File: src/logic/llc_params.svh
// ------------------------------
// LLC sizes
// Tag, set, way and line widths
// ------------------------------
`ifndef LLC_PARAMS_SVH
`define LLC_PARAMS_SVH

// Tag bits above the set index
`define LLC_TAG_BITS 8

// Set index bits, 16 sets
`define LLC_SET_BITS 4

// Associativity
`define LLC_WAYS 4

// Full line width
`define LLC_LINE_BITS 128

// Derived sizes
`define LLC_SETS (1 << `LLC_SET_BITS)
`define LLC_WAY_BITS $clog2(`LLC_WAYS)
`define LLC_ADDR_BITS (`LLC_TAG_BITS + `LLC_SET_BITS)

`endif

File: src/logic/llc_pkg.sv
// ------------------------------
// LLC types
// Field types and channel structs
// ------------------------------
`include "llc_params.svh"

package llc_pkg;

    typedef enum logic {
        READ  = 1'b0,
        WRITE = 1'b1
    } llc_op_t;

    typedef enum logic [1:0] {
        INVALID = 2'b00,
        VALID   = 2'b01,
        DIRTY   = 2'b10
    } llc_state_t;

    typedef logic [`LLC_TAG_BITS-1:0]  llc_tag_t;
    typedef logic [`LLC_SET_BITS-1:0]  llc_set_t;
    typedef logic [`LLC_WAY_BITS-1:0]  llc_way_t;
    typedef logic [`LLC_LINE_BITS-1:0] line_t;

    // Tag in the upper bits, set index below
    typedef struct packed {
        llc_tag_t tag;
        llc_set_t set;
    } line_addr_t;

    typedef struct packed {
        llc_op_t    op;
        line_addr_t addr;
        line_t      line;
    } llc_req_in_t;

    typedef struct packed {
        line_addr_t addr;
        line_t      line;
    } llc_rsp_out_t;

    typedef struct packed {
        llc_op_t    op;
        line_addr_t addr;
        line_t      line;
    } llc_mem_req_t;

    typedef struct packed {
        line_t line;
    } llc_mem_rsp_t;

    // One way of a set
    typedef struct packed {
        llc_tag_t   tag;
        llc_state_t state;
        line_t      line;
    } llc_set_entry_t;

endpackage

File: src/logic/llc_process_request.sv
// ------------------------------
// LLC request processing
// Miss traffic, response, update
// ------------------------------
`timescale 1ns/1ps

module llc_process_request (
    input  logic                    clk,
    input  logic                    rst,
    input  logic                    start_i,
    input  llc_pkg::llc_req_in_t    req_i,
    input  logic                    hit_i,
    input  llc_pkg::llc_way_t       hit_way_i,
    input  llc_pkg::line_t          hit_line_i,
    input  llc_pkg::llc_way_t       victim_way_i,
    input  logic                    victim_dirty_i,
    input  llc_pkg::line_addr_t     victim_addr_i,
    input  llc_pkg::line_t          victim_line_i,
    input  logic                    update_i,
    output logic                    mem_req_valid_o,
    input  logic                    mem_req_ready_i,
    output llc_pkg::llc_mem_req_t   mem_req_o,
    input  logic                    mem_rsp_valid_i,
    output logic                    mem_rsp_ready_o,
    input  llc_pkg::llc_mem_rsp_t   mem_rsp_i,
    output logic                    rsp_valid_o,
    input  logic                    rsp_ready_i,
    output llc_pkg::llc_rsp_out_t   rsp_o,
    output logic                    done_o,
    output logic                    wr_en_o,
    output llc_pkg::llc_way_t       wr_way_o,
    output llc_pkg::llc_set_entry_t wr_entry_o,
    output logic                    incr_evict_o
);

    import llc_pkg::*;

    typedef enum logic [2:0] {
        IDLE,
        WRITEBACK,
        FETCH_REQ,
        FETCH_RSP,
        RESPOND
    } proc_state_t;

    proc_state_t state, next_state;
    line_t       fetch_line_q;
    line_t       rsp_line;

    always_ff @(posedge clk or negedge rst) begin
        if (!rst) begin
            state <= IDLE;
        end else begin
            state <= next_state;
        end
    end

    always_comb begin
        next_state = state;
        case (state)
            IDLE: begin
                if (start_i) begin
                    if (hit_i) begin
                        next_state = RESPOND;
                    end else if (victim_dirty_i) begin
                        next_state = WRITEBACK;
                    end else if (req_i.op == READ) begin
                        next_state = FETCH_REQ;
                    end else begin
                        next_state = RESPOND;
                    end
                end
            end
            WRITEBACK: begin
                if (mem_req_ready_i) begin
                    next_state = (req_i.op == READ) ? FETCH_REQ : RESPOND;
                end
            end
            FETCH_REQ: begin
                if (mem_req_ready_i) begin
                    next_state = FETCH_RSP;
                end
            end
            FETCH_RSP: begin
                if (mem_rsp_valid_i) begin
                    next_state = RESPOND;
                end
            end
            RESPOND: begin
                if (rsp_ready_i) begin
                    next_state = IDLE;
                end
            end
            default: next_state = IDLE;
        endcase
    end

    always_ff @(posedge clk) begin
        if (state == FETCH_RSP && mem_rsp_valid_i) begin
            fetch_line_q <= mem_rsp_i.line;
        end
    end

    // Writes return their own data
    always_comb begin
        if (req_i.op == WRITE) begin
            rsp_line = req_i.line;
        end else if (hit_i) begin
            rsp_line = hit_line_i;
        end else begin
            rsp_line = fetch_line_q;
        end
    end

    always_comb begin
        mem_req_valid_o = (state == WRITEBACK) || (state == FETCH_REQ);
        if (state == WRITEBACK) begin
            mem_req_o.op   = WRITE;
            mem_req_o.addr = victim_addr_i;
            mem_req_o.line = victim_line_i;
        end else begin
            mem_req_o.op   = READ;
            mem_req_o.addr = req_i.addr;
            mem_req_o.line = '0;
        end
    end

    assign mem_rsp_ready_o = (state == FETCH_RSP);

    assign rsp_valid_o = (state == RESPOND);
    assign rsp_o.addr  = req_i.addr;
    assign rsp_o.line  = rsp_line;
    assign done_o      = (state == RESPOND) && rsp_ready_i;

    // A read hit needs no array write
    assign wr_en_o          = update_i && !(hit_i && req_i.op == READ);
    assign wr_way_o         = hit_i ? hit_way_i : victim_way_i;
    assign wr_entry_o.tag   = req_i.addr.tag;
    assign wr_entry_o.state = (req_i.op == WRITE) ? DIRTY : VALID;
    assign wr_entry_o.line  = rsp_line;
    assign incr_evict_o     = update_i && !hit_i;

endmodule

File: config.mk
export PLATFORM = sky130hd
export DESIGN_NAME = llc_process_request
export DESIGN_NICKNAME = d
export VERILOG_FILES = /design/src/logic/llc_pkg.sv /design/src/logic/llc_process_request.sv
export VERILOG_INCLUDE_DIRS = /design/src /design/src/logic
export SDC_FILE = /design/constraint.sdc
export NUM_CORES = 1
export LEC_CHECK = 0
export ABC_AREA = 1
export BUFFER_PORTS_ARGS = -buffer_cell sky130_fd_sc_hd__buf_2
export CAP_MARGIN = 0
export CORE_AREA = 2 2 377 379
export DETAILED_ROUTE_END_ITERATION = 16
export DIE_AREA = 0 0 379 381
export PLACE_DENSITY_LB_ADDON = 0.08
export SYNTH_ARGS = -nofsm -noshare
export SYNTH_HDL_FRONTEND = slang
export SYNTH_SLANG_ARGS = --single-unit
File: constraint.sdc
create_clock -name clk -period 14.1 [get_ports clk]
set_input_delay 2.82 -clock clk [delete_from_list [all_inputs] [get_ports clk]]
set_output_delay 2.82 -clock clk [all_outputs]
set_load 0.03 [all_outputs]
### After elaboration in Yosys (flattened, before gate mapping)

Cells that the tools add are included.

| word-level totals | value |
|---|---|
| register bits | 131 |
| input bits | 550 |
| output and inout port bits | 427 |
| word-level logic and storage cells | 36 |

| operators by class | value |
|---|---|
| equality and inequality tests | 9 |
| muxes and demuxes | 14 |
| bitwise gates (word level) | 1 |
| reductions and logical operators | 10 |

Operator list:

| operator | count |
|---|---|
| 2-to-1 mux 128 bit | 2 |
| 2-to-1 mux 141 bit | 1 |
| 2-to-1 mux 3 bit | 8 |
| case mux 3 bit (5 select lines) | 1 |
| != test 2 bit (second input constant) | 4 |
| equality test 3 x 2 -> 1 bit (second input constant) | 2 |
| logical AND 1 bit | 5 |
| AND reduction 5 bit | 1 |
| 2-to-1 mux 2 bit | 2 |
| equality test 3 x 1 -> 1 bit (second input constant) | 1 |
| equality test 3 bit (second input constant) | 1 |
| zero test 3 bit | 1 |
| zero test 1 bit | 2 |
| != test 2 x 1 -> 1 bit (second input constant) | 1 |
| logical OR 1 bit | 1 |
| NOT 1 bit | 1 |

### Logic depth before layout (Yosys ltp)

| logic depth | value |
|---|---|
| depth after elaboration | 5 |
| depth in mapped cells | 8 |
| mapped depth without buffers | 7 |

### Least setup slack after synthesis

No wires, ideal clock.

| timing path | value |
|---|---|
| path kind | input port to flip-flop |
| start | in mem_rsp_valid_i |
| end | reg fetch_line_q[0] (enable) |
| setup time | 0.772 ns |
| data arrival time | 11.455 ns |
| data required time | 13.328 ns |
| slack | 1.873 ns |
| stages | 2 |
| path through | inv_1 -> nor3_1 |

| between the ends | value |
|---|---|
| word-level cells in the longest chain between the ends | 1 |

RTL lines:

| what | line | source |
|---|---|---|
| start, declared | llc_process_request.sv:23 | `input logic mem_rsp_valid_i,` |
| logical AND 1 bit | llc_process_request.sv:99 | `if (state == FETCH_RSP && mem_rsp_valid_i) begin` |
| end signal, assigned | llc_process_request.sv:100 | `fetch_line_q <= mem_rsp_i.line;` |
| end, declared | llc_process_request.sv:47 | `line_t fetch_line_q;` |

No other way between the ends.
A chain may end at the register's enable or synchronous reset.

==> metrics.csv <==
metric,value,unit
status,finished clean,
compound-cell area share of the yosys netlist,0.1456,
clock slew at reported path FFs,0.08,ns
Post-Route Utilization,0.1101,
"most common cell after layout, fill and taps aside",buf_2,
largest stage delay on the critical path,0.59,ns
max_cap viols,0,
Setup crit end kind,output port,
Die Area,144400,um2
min-delay src,state[0],
Final setup viols,0,
Syn Std Cell Area,9009,um2
worst reg2reg setup slack,11.69,ns
CTS root buf,clkbuf_16,
"flops & latches, synth",131,
initial antenna violation count,61,
fmax,0.1214,GHz
Post-CTS Repair Setup Buffers,0,
width of the die,379,um
"Arr. time, crit path",5.42,ns
syn_area_per_cell,7.402,um2
io pins,977,
HPWL Detailed,67.74,mm
gr usage total,0.1070,
"antenna viol nets, final",0,
kind of critical path,in2out,
Post-Route WL,80.63,mm
Std-Cell Core Area,140600,um2
Layout area overhead,71.74,%
Initial Util,0.06410,
area share of the largest cell type after synthesis,0.4267,
Yosys cell types,19,
Worst Max-Slew Pin Slew,1.015,ns
CTS tree,built,
Num CTS Buffers,17,
largest family of logic cells by synthesized area,buffers and inverters,
slowest library cell on the worst path,buf_4,
sequential area share after synthesis,0.4350,
H-tree depth,4,
CTS Hold Bufs,0,
Clock Path Buffers,2,
DIE HEIGHT,381,um
Yosys top cell by area,edfxtp_1,
VDD IR max,0.09803,mV
FP Rows,138,
post-synthesis adder-cell area fraction,0,
vias in the first global route,12235,
Hold Path End,state[2],
Post-Synth XOR/XNOR Area,0,
WL per Instance,20.59,um
RR Endpoint,fetch_line_q[23],
hold path cells,3,
final hold violation count,0,
worst path cell trace,buf_6 -> buf_4 -> buf_4 -> a21oi_1 -> a21oi_1 -> buf_2,
crit-path max FO,49,
leakage power,0.007682,uW
DRC,0,
Via density,2.944,
port bufs,976,
Tmin final,8.236,ns
CTS Sinks,131,
mux cell area share after synthesis,0,
YS warnings,0,
GRT overflow,0,
Worst EP required,11.28,ns
nets@finish,2550,
Hold Path Class,reg2reg,
cells after synthesis,1217,
worst r2r path cells,3,
starting DRC count in detailed routing,365,
worst r2r src,state[2],
pin count of the biggest net entering global routing,90,
PostCTS Resize Cnt,0,
total number of vias,11530,
Skew-Pair Late Insertion Delay,0.50,ns
Power Density,111.2,nW/um2
RSZ-0062 raised after global routing,no,
clk_skew,0.02008,ns
share of cells above drive strength 1,0.5089,
top post-synthesis cells by area,"edfxtp_1 (43%), a21oi_1 (14%), buf_4 (12%)",
global-route wire length before repair,104.6,mm
Worst Setup Start Kind,input pin,
Slew Limit Fails,0,
most frequent cells in the layout,"buf_2 (974), nor2_1 (264), a21oi_1 (255)",
fin crit share,0.5841,
simple-gate share of the synthesized area,0.1953,
routability cong.,0.7838,
1st-pass router iterations,4,
Sum Neg Setup Slack,0,ns
Synth Net Count,1767,
Slew headroom,0.3236,
==> cell usage after synthesis <==
| library cell | number |
|---|---|
| clkinv_1 | 2 |
| buf_6 | 10 |
| inv_2 | 2 |
| buf_2 | 17 |
| edfxtp_1 | 128 |
| dfrtp_1 | 3 |
| clkbuf_1 | 41 |
| buf_4 | 149 |
| nand3_1 | 7 |
| o21ai_0 | 4 |
| nor2_1 | 264 |
| buf_1 | 6 |
| inv_1 | 135 |
| clkbuf_2 | 1 |
| nor3_1 | 3 |
| o21bai_1 | 2 |
| nor3_4 | 1 |
| nand2_1 | 187 |
| a21oi_1 | 255 |
==> critical path, delay by kind of cell <==
kind	cells	cell delay (ns)
buf+inv	4	1.80
compound gates	2	0.66
==> per-stage QoR <==
stage          hold WS [ns]  std cells  cell area (um2)  setup WS (ns)  total power [uW]
5_1_grt              0.6767       3910            15460          5.551              1825
3_5_place_dp         0.6354       3871            14880          5.579              1285
3_3_place_gp         0.6476       3871            14880          5.582              1291
2_1_floorplan        0.5728       1217             9009          1.873             995.9
4_1_cts              0.6508       3902            15440          5.576              1780
6_report             0.6729       3916            15470          5.864              1721
==> worst max path at each step <==
stage	from	to	slack, ns	cells past startpoint
floorplan	mem_rsp_valid_i	fetch_line_q[0]	1.87	2
global route	req_i[140]	rsp_o[75]	5.55	6
global placement	req_i[140]	rsp_o[75]	5.58	6
finish	req_i[140]	rsp_o[75]	5.86	6
detailed placement	req_i[140]	rsp_o[75]	5.58	6
CTS	req_i[140]	rsp_o[75]	5.58	6
==> kinds of logic after synthesis <==
logic type	Yosys count
flops	131
compound gates	261
buf+inv	363
simple gates	462
==> final cells by class <==
| type | instances | area [um2] |
|---|---|---|
| fill | 16624 | 125100 |
| tap | 1890 | 2365 |
| clock inverter | 13 | 126.4 |
| antenna | 14 | 35.03 |
| timing repair buffer | 988 | 4987 |
| multi-input combinational | 723 | 3075 |
| inverter | 139 | 534.3 |
| clock buffer | 18 | 429.2 |
| sequential | 131 | 3919 |
==> flip-flops by register name (all words and copies together) (netlist names) <==
name / cells
fetch_line_q: 128
state: 3
==> routing by layer <==
metal  wire, um  global-route usage  vias to the layer above  part of all wire
li1           -                   -                     5299                 -
met1      26990             0.09950                     5454              0.33
met2      43760              0.2082                      601              0.54
met3       7226             0.04203                      126             0.090
met4       2342             0.03601                       50             0.029
met5        307                   0                        -            0.0038
==> power breakdown <==
part	total [uW]	internal (uW)	switching [uW]
Clock	463	244	219
Sequential	457	447	10.1
Combinational	801	200	601
Total	1720	891	830
Note: power is estimated with default switching activity, not from simulation.
