<file path="src/logic/llc_params.svh">
// ------------------------------
// LLC sizes
// Tag, set, way and line widths
// ------------------------------
`ifndef LLC_PARAMS_SVH
`define LLC_PARAMS_SVH

// Tag bits above the set index
`define LLC_TAG_BITS 8

// Set index bits, 16 sets
`define LLC_SET_BITS 4

// Associativity
`define LLC_WAYS 4

// Full line width
`define LLC_LINE_BITS 128

// Derived sizes
`define LLC_SETS (1 << `LLC_SET_BITS)
`define LLC_WAY_BITS $clog2(`LLC_WAYS)
`define LLC_ADDR_BITS (`LLC_TAG_BITS + `LLC_SET_BITS)

`endif

</file>
<file path="src/logic/llc_pkg.sv">
// ------------------------------
// LLC types
// Field types and channel structs
// ------------------------------
`include "llc_params.svh"

package llc_pkg;

    typedef enum logic {
        READ  = 1'b0,
        WRITE = 1'b1
    } llc_op_t;

    typedef enum logic [1:0] {
        INVALID = 2'b00,
        VALID   = 2'b01,
        DIRTY   = 2'b10
    } llc_state_t;

    typedef logic [`LLC_TAG_BITS-1:0]  llc_tag_t;
    typedef logic [`LLC_SET_BITS-1:0]  llc_set_t;
    typedef logic [`LLC_WAY_BITS-1:0]  llc_way_t;
    typedef logic [`LLC_LINE_BITS-1:0] line_t;

    // Tag in the upper bits, set index below
    typedef struct packed {
        llc_tag_t tag;
        llc_set_t set;
    } line_addr_t;

    typedef struct packed {
        llc_op_t    op;
        line_addr_t addr;
        line_t      line;
    } llc_req_in_t;

    typedef struct packed {
        line_addr_t addr;
        line_t      line;
    } llc_rsp_out_t;

    typedef struct packed {
        llc_op_t    op;
        line_addr_t addr;
        line_t      line;
    } llc_mem_req_t;

    typedef struct packed {
        line_t line;
    } llc_mem_rsp_t;

    // One way of a set
    typedef struct packed {
        llc_tag_t   tag;
        llc_state_t state;
        line_t      line;
    } llc_set_entry_t;

endpackage

</file>
<file path="src/logic/llc_lookup_way.sv">
// ------------------------------
// LLC way lookup
// Hit way and victim selection
// ------------------------------
`timescale 1ns/1ps
`include "llc_params.svh"

module llc_lookup_way (
    input  llc_pkg::llc_tag_t                      tag_i,
    input  llc_pkg::llc_set_t                      set_i,
    input  llc_pkg::llc_set_entry_t [`LLC_WAYS-1:0] entries_i,
    input  llc_pkg::llc_way_t                      evict_way_i,
    output logic                                   hit_o,
    output llc_pkg::llc_way_t                      hit_way_o,
    output llc_pkg::llc_way_t                      victim_way_o,
    output logic                                   victim_dirty_o,
    output llc_pkg::line_addr_t                    victim_addr_o
);

    import llc_pkg::*;

    logic     has_invalid;
    llc_way_t invalid_way;
    llc_way_t vway;

    always_comb begin
        hit_o       = 1'b0;
        hit_way_o   = '0;
        has_invalid = 1'b0;
        invalid_way = '0;
        // Scan downwards so the lowest way wins
        for (int w = `LLC_WAYS - 1; w >= 0; w--) begin
            if (entries_i[w].state != INVALID && entries_i[w].tag == tag_i) begin
                hit_o     = 1'b1;
                hit_way_o = llc_way_t'(w);
            end
            if (entries_i[w].state == INVALID) begin
                has_invalid = 1'b1;
                invalid_way = llc_way_t'(w);
            end
        end
    end

    // Free way first, else round-robin pointer
    always_comb begin
        vway               = has_invalid ? invalid_way : evict_way_i;
        victim_way_o       = vway;
        victim_dirty_o     = (entries_i[vway].state == DIRTY);
        victim_addr_o.tag  = entries_i[vway].tag;
        victim_addr_o.set  = set_i;
    end

endmodule

</file>
<file path="config.mk">
export PLATFORM = sky130hd
export DESIGN_NAME = llc_lookup_way
export DESIGN_NICKNAME = d
export VERILOG_FILES = /design/src/logic/llc_pkg.sv /design/src/logic/llc_lookup_way.sv
export VERILOG_INCLUDE_DIRS = /design/src /design/src/logic
export SDC_FILE = /design/constraint.sdc
export NUM_CORES = 1
export LEC_CHECK = 0
export ABC_AREA = 0
export BUFFER_PORTS_ARGS = -buffer_cell sky130_fd_sc_hd__buf_2
export CAP_MARGIN = 15
export CORE_AREA = 2 2 228 230
export DETAILED_ROUTE_END_ITERATION = 10
export DIE_AREA = 0 0 230 232
export PLACE_DENSITY = 0.3
export SLEW_MARGIN = 20
export SYNTH_ARGS = -nofsm -noshare
export SYNTH_HDL_FRONTEND = slang
export SYNTH_SLANG_ARGS = --single-unit
</file>
<file path="constraint.sdc">
create_clock -name vclk -period 1.38
set_input_delay 0.069 -clock vclk [all_inputs]
set_output_delay 0.069 -clock vclk [all_outputs]
set_load 0.01 [all_outputs]
</file>
Yosys cells after proc, flatten, opt, wreduce, memory -nomap -nowiden. Index checks and enable logic that the tools add are counted.

Register bits after elaboration: 0. Latch bits: 0. Memory bits (writable): 0. Bits in read-only memories: 0. Bits of input ports: 566. Output and inout bits: 18. Memories kept: 0.

Add/sub/neg operators: 0. Multipliers: 0. Div/mod/pow operators: 0. $lt $le $gt $ge: 1. Equal/unequal tests: 5. Shift-type cells: 0. Muxes and demuxes: 19. Bitwise logic cells: 0. Reduce and logical (&&, ||, !) cells: 12.

Operators by type and width (count): $bmux W138 S2 (1); $mux W138 (1); $eq A8 B8 Y1 (4); $mux W2 (9); $logic_not A2 Y1 (4); $mux W1 (8); $reduce_bool A2 Y1 (4); $logic_and A1 B1 Y1 (4); $lt A2 B3 Y1 const B (1); $eq A2 B2 Y1 const B (1).

Logic depth before layout (Yosys ltp). Gate-level depths: netlist of run 1.

Depth in word-level cells: 9. Depth in mapped cells: 7. Mapped depth without buffers: 5.

Worst setup path before layout of run 1. Ideal clock, no wire load.

Path type: in2out. Start point: input port tag_i[7]. End point: output port hit_way_o[1]. Arrival time: 1.215 ns. Data required time: 1.311 ns. Setup slack: 0.096 ns. Stages on the path: 6. Path buffers: 1. Cells stage by stage: clkbuf_1 -> xnor2_1 -> nand3_1 -> nor4_1 -> nor2_1 -> nor3b_1.

Cells in the longest elaborated chain, start to end: 6.

RTL lines: from (decl) (RTL line llc_lookup_way.sv:9) `input llc_pkg::llc_tag_t tag_i,`; $eq A8 B8 Y1 (RTL line llc_lookup_way.sv:33) `if (entries_i[w].state != INVALID && entries_i[w].tag == tag_i) begin`; $logic_and A1 B1 Y1 (RTL line llc_lookup_way.sv:33); $mux W2 (3 in a row) (RTL line llc_lookup_way.sv:33); $mux W2 (*) (RTL line llc_lookup_way.sv:33); to (decl) (RTL line llc_lookup_way.sv:14) `output llc_pkg::llc_way_t hit_way_o,`.

Every way passes the cells marked *; elsewhere a longest branch is shown, timed or not.

==> metrics.md, run 1 <==
| Metric | Value |
|---|---|
| Outcome | finished, violations left |
| Failing checks | negative setup slack |
| Final instance area | 0.00228 mm^2 |
| Area grow syn2layout | 183% |
| Vias/cell | 1.21 |
| Synth Warn # | 0 |
| Synth Area per Inst | roughly 8 um^2 |
| Synth cell types | 24 |
| Post-Syn Instances | between 100 and 150 |
| Worst Setup End Kind | primary output |
| Number of global-route vias before repair | 1,082 |
| Via count | 1,036 |
| Pwr dens | 273 mW/mm^2 |
| # diodes | 0 |
| Initial antenna violation count | 8 |
| GR Util met2 | 0.0390 |
| Comb power frac | 1.000 |
| Unrepaired setup endpoints after global routing | yes |
| Starting DRT DRC Count | 20 |
| Total wire length | roughly 7200 um |
| Die H | 232 um |
| VDD IR-drop max | ~0.12 mV |
| Crit path max fanout | 8 |
| Switching power | slightly above 0.3 mW |
| Flop pwr share | 0 |
| Clock power share | 0 |
| Antenna viol nets, final | 0 |
| Arrival time worst endpoint | 1400 ps |
| Grt met3 use | 0.00626 |
| Share of layout cells above drive strength 1 | 0.603 |
| Hold path cells | 0 |
| Hold Slack | 138 ps |
| Cell total after placement | 850 |
| Flip-flop and latch area | 0 um^2 |
| Leak pwr | 0.753 nW |
| Pins Over Slew Limit | 0 |
| Initial core utilization | 0.0159 |
| Slew margin rel. | 0.823 |
| Core area | 0.0509 mm^2 |
| Grt peak-use layer | met1 |
| DRC Markers | 0 |
| CP startpoint kind | primary input |
| CP required | about 1300 ps |
| Max-Cap Viols | 0 |
| Worst-path cell chain | buf_4, nor2_1, buf_4, or3_4, buf_12, mux2i_1, mux2i_1, buf_2 |
| Top Ports | slightly below 600 |
| Minimum clock period | 1470 ps |
| Post-route setup slack | -86.4 ps |
| Internal cell power | 0.317 mW |
| Critical path class | primary input to primary output |
| Largest net degree at the start of global routing | 10 |
| Final worst-path cycle share | 1.06 |
| M1 GR Usage | 0.0396 |
| Row count | between 80 and 90 |
| Seq/Total Area, Yosys | 0 |
| Worst path slowest cell | or3_4 |
| Die width | 230 um |
| Fmax | about 0.7 GHz |
| Synthesized cell area | between 800 and 900 um^2 |
| Max stage delay on crit path | 440 ps |
| Hold Path Origin | set_i[0] |
| Final TNS setup | -517 ps |
| DR WL/cell | 8.48 um |
| Syn_nets | 667 |
| First-pass GRT wire length | 9440 um |
| GP Congestion | around 0.65 |
| # setup viols final | 8 |
| DRT Pass-1 Iters | 2 |
| Placed cell areas | 0.00204 mm^2 |
| Seq cells | 0 |
| Die footprint | 0.0534 mm^2 |
| Final Hold Fails | 0 |
| DP HPWL | 6700 um |
| Hold-fix buffers at CTS | 0 |
| Sw frac | 0.491 |
| Final Power | 0.623 mW |
| Total track usage | 0.0261 |
| Nets | 742 |
| Top post-synthesis cells by area | mux2i_1, xnor2_1, xor2_1 |
| Worst slew pin tran | between 200 and 300 ps |
| Global route overflow | 0 |
| Crit path launch | entries_i[128] |
| Synth top area share | 0.310 |
| Cell taking the most area after synthesis | mux2i_1 |
| Tightest Hold Check Type | primary input to primary output |
| Fin cells | 854 |
| Clock buffers | 0 |
| Port Buffers | 64 |
## placed cells by master (no fill, tap or decap), types with 3 or more instances in the layout
cell,instances
buf_6,5
xor2_1,10
xnor2_2,5
a21oi_1,3
mux2i_1,25
buf_4,26
nand4_1,4
nor2_1,3
buf_2,52
xnor2_1,15
## Yosys cell counts
master	number
xor2_1	10
nand3b_1	1
mux2i_1	25
inv_1	2
nor3b_1	1
nor3_1	2
nand2b_1	1
nand4_1	4
o22ai_1	1
nor3_2	1
or3_1	1
clkbuf_1	6
nor2_4	1
buf_2	1
nor4_1	5
buf_6	1
a21oi_1	3
buf_12	1
nor2_1	3
nor2_2	1
buf_4	4
xnor2_1	22
mux2_2	1
nand3_1	3
## final cells by class
cell class	count	area, um^2
tap	680	851
multi-input combinational	86	845
inverter	2	7.51
fill	6097	48600
timing repair buffer	86	579
## cell families (layout without fill, tap and decap cells)
| kind of cell | count (synthesis) | in the layout | share of synthesized area |
|---|---|---|---|
| xor gates and xnor gates | 32 | 32 | 0.347 |
| AOI/OAI and AO/OA | 4 | 4 | 0.0264 |
| muxes | 26 | 26 | 0.324 |
| and+or+nand+nor | 24 | 24 | 0.183 |
| buffers and inverters | 15 | 88 | 0.119 |
## layer usage
metal,vias to the layer above,share of wire
li1,495,-
met1,463,0.52
met2,66,0.41
met3,12,0.068
met4,0,0.0070
met5,-,0
## critical path, delay by kind of cell
kind	cells	cell delay [ps]
mux	2	250
simple gates	2	490
buf+inv	4	590
## power by group through the flow
stage | Clock [mW] | Sequential [mW] | Combinational (mW)
finish | 0 | 0 | 0.623
global route | 0 | 0 | 0.677
CTS | 0 | 0 | 0.606
detailed placement | 0 | 0 | 0.539
global placement | 0 | 0 | 0.541
floorplan | 0 | 0 | 0.275
## stage by stage
| step | worst slack, ps | utilization |
|---|---|---|
| 3_3_place_gp | -243 | 0.0400 |
| 3_5_place_dp | -209 | 0.0400 |
| 2_1_floorplan | 96.3 | - |
| 4_1_cts | -108 | 0.0427 |
| 6_report | -86.4 | 0.0448 |
| 5_1_grt | -186 | 0.0448 |
## path summary, 6_finish.rpt
path / endpoint
max: victim_addr_o[4]
min: victim_addr_o[0]
## timing repair
item,4_1_cts,5_1_grt
buffers inserted,4,1
endpoints found under the setup margin,11,13
cloned,1,0
resized for setup,16,26
pin swaps,4,12
No activity file was read; power rests on OpenSTA's default activity.
==> run 2, diff against run 1 <==
--- a/config.mk
+++ b/config.mk
@@ -13,6 +13,7 @@
 export DETAILED_ROUTE_END_ITERATION = 10
 export DIE_AREA = 0 0 230 232
 export PLACE_DENSITY = 0.3
+export REMOVE_ABC_BUFFERS = 1
 export SLEW_MARGIN = 20
 export SYNTH_ARGS = -nofsm -noshare
 export SYNTH_HDL_FRONTEND = slang
==> run 2 against run 1 <==
Effect of this change: the run still ends with negative setup slack left; global-route usage down 0.12 points; design area up 2.2%; count of clock-buffer cells in the layout unchanged; sequential share of layout area unchanged; final cell count up 0.12%; via count up 0.19%.
==> metrics.md, run 2 (synthesized netlist as in run 1, its figures left out) <==
| Metric | Value |
|---|---|
| Outcome | finished, violations left (unchanged) |
| Failing checks | negative setup slack (unchanged) |
| Final worst-path cycle share | 1.01 (was 1.06) |
| Row count | 83 (unchanged) |
| Top layer in use | met5 (was met4) |
| Die width | 230 um (unchanged) |
| DRT Pass-1 Iters | 3 (was 2) |
| Hold path cells | 0 (unchanged) |
| Flip-flop and latch area | 0 um^2 (unchanged) |
| Pins Over Slew Limit | 0 (unchanged) |
| CP bufs+invs | 3 (was 4) |
| Post-Route M1 WL | 3540 um (was 3750 um) |
| Cell total after placement | 855 (was 850) |
| Share of layout cells above drive strength 1 | 0.629 (was 0.603) |
| Total track usage | 0.0249 (was 0.0261) |
| Worst Hold End | victim_addr_o[3] (was victim_addr_o[0]) |
| Global route overflow | 0 (unchanged) |
| VDD IR-drop max | 0.131 mV (was 0.121 mV) |
| Via count | 1,038 (was 1,036) |
| Area grow syn2layout | 189% (was 183%) |
| Seq cells | 0 (unchanged) |
| Crit path top cell by count | mux2i_1 |
| Clock buffers | 0 (unchanged) |
| Hold Path Origin | set_i[3] (was set_i[0]) |
| Slew margin rel. | 0.732 (was 0.823) |
| Final Power | 0.653 mW (was 0.623 mW) |
| Fmax | 0.714 GHz (was 0.682 GHz) |
| CP startpoint kind | primary input (unchanged) |
| Worst Setup End Kind | primary output (unchanged) |
| Arrival time worst endpoint | 1330 ps (was 1400 ps) |
| DR WL met2 | 2790 um (was 2950 um) |
| Vias/cell | 1.21 (about the same) |
| Fin cells | 855 (was 854) |
| Largest net degree at the start of global routing | 13 (was 10) |
| First-pass GRT wire length | 9060 um (was 9440 um) |
| DP HPWL | 6640 um (was 6700 um) |
| Max stage delay on crit path | 370 ps (was 440 ps) |
| # diodes | 0 (unchanged) |
| Most frequent cells in the layout | buf_2, mux2i_1, buf_4, xnor2_1, xor2_1 (was buf_2, buf_4, mux2i_1, xnor2_1, xor2_1) |
| Max-Cap Viols | 0 (unchanged) |
| Port Buffers | 64 (unchanged) |
| Die footprint | 0.0534 mm^2 (unchanged) |
| Core area | 0.0509 mm^2 (unchanged) |
| Die H | 232 um (unchanged) |
| Initial antenna violation count | 10 (was 8) |
| Total wire length | 7030 um (was 7240 um) |
| Final Hold Fails | 0 (unchanged) |
| GP Congestion | 0.625 (was 0.648) |
| Antenna viol nets, final | 0 (unchanged) |
| Count of fill cells added during filler insertion | 6,105 (was 6,097) |
| Crit path max fanout | 12 (was 8) |
| Top Ports | 584 (unchanged) |
| Critical path class | primary input to primary output (unchanged) |
| Final TNS setup | -36.8 ps (was -517 ps) |
| Nets | 743 (was 742) |
| # setup viols final | 4 (was 8) |
| Post-route setup slack | -20.5 ps (was -86.4 ps) |
| Worst slew pin tran | 401 ps (was 265 ps) |
| DR WL/cell | 8.22 um (was 8.48 um) |
| CP required | 1310 ps (about the same) |
| Unrepaired setup endpoints after global routing | yes (unchanged) |
| Worst path slowest cell | or3_4 (unchanged) |
| Pwr dens | 280 mW/mm^2 (was 273 mW/mm^2) |
| Place WS | -256 ps (was -209 ps) |
| Hold Slack | 138 ps (about the same) |
| Top Family by Delay on Critical Path | simple AND/OR/NAND/NOR gates (was buffers and inverters) |
| Commonest non-fill, non-tap cell in the layout | buf_2 (unchanged) |
| Minimum clock period | 1400 ps (was 1470 ps) |
| Starting DRT DRC Count | 30 (was 20) |
| Number of global-route vias before repair | 1,052 (was 1,082) |
| Tightest Hold Check Type | primary input to primary output (unchanged) |
| Worst-path cell chain | buf_6, nor2_4, nor3_2, or3_4, buf_12, mux2i_1, mux2i_1, buf_2 (was buf_4, nor2_1, buf_4, or3_4, buf_12, mux2i_1, mux2i_1, buf_2) |
| WL met3 | 619 um (was 489 um) |
| Initial core utilization | 0.0159 (unchanged) |
| DRC Markers | 0 (unchanged) |
| Leak pwr | 0.755 nW (was 0.753 nW) |
-- run 2: changes by cell type in the layout (fill, tap and decap cells not counted), moves of 2 or more --
cell	before	now
a21oi_2	0	2
xnor2_2	5	2
xnor2_4	2	5
buf_2	52	56
a21oi_1	3	1
buf_4	26	22
buf_8	0	2
-- run 2: worst max-delay path by stage --
stage                              start                end  slack (ps)  cells past startpoint
after floorplan           entries_i[542]  victim_addr_o[10]        -110                      4
after global placement          tag_i[5]       hit_way_o[1]        -280                      7
after detailed placement        tag_i[5]       hit_way_o[1]        -260                      7
after CTS                       tag_i[5]       hit_way_o[1]         -70                      7
after global routing      entries_i[543]   victim_addr_o[4]        -100                      8
final                     entries_i[543]   victim_addr_o[5]         -20                      8
-- run 2: power breakdown --
group,total [mW],internal [mW],switching [mW]
Clock,0,0,0
Sequential,0,0,0
Combinational,0.653,0.327,0.326
Total,0.653,0.327,0.326
-- run 2: routing by layer --
| layer | up-vias | global-route usage |
|---|---|---|
| met5 | - | 0 |
| met3 | 14 | 0.00774 |
| met4 | 2 | 0 |
| li1 | 497 | - |
| met2 | 67 | 0.0362 |
| met1 | 458 | 0.0375 |
-- run 2: layout make-up --
cell class	instances	area (um^2)	area share
tap	680	851	0.365
timing repair buffer	87	572	0.245
inverter	2	7.51	0.00322
multi-input combinational	86	903	0.387
-- run 2: what timing repair did --
| item | in CTS | in global routing |
|---|---|---|
| pin swaps | 13 | 8 |
| setup endpoints to repair | 11 | 12 |
| setup buffers | 2 | 1 |
| resized for setup | 33 | 16 |
| hold buffers | 0 | 0 |
-- run 2: per-stage QoR --
step,cell area [um^2],util
2_1_floorplan,718,-
3_3_place_gp,2060,0.0405
3_5_place_dp,2060,0.0405
4_1_cts,2240,0.0439
5_1_grt,2330,0.0459
6_report,2330,0.0459
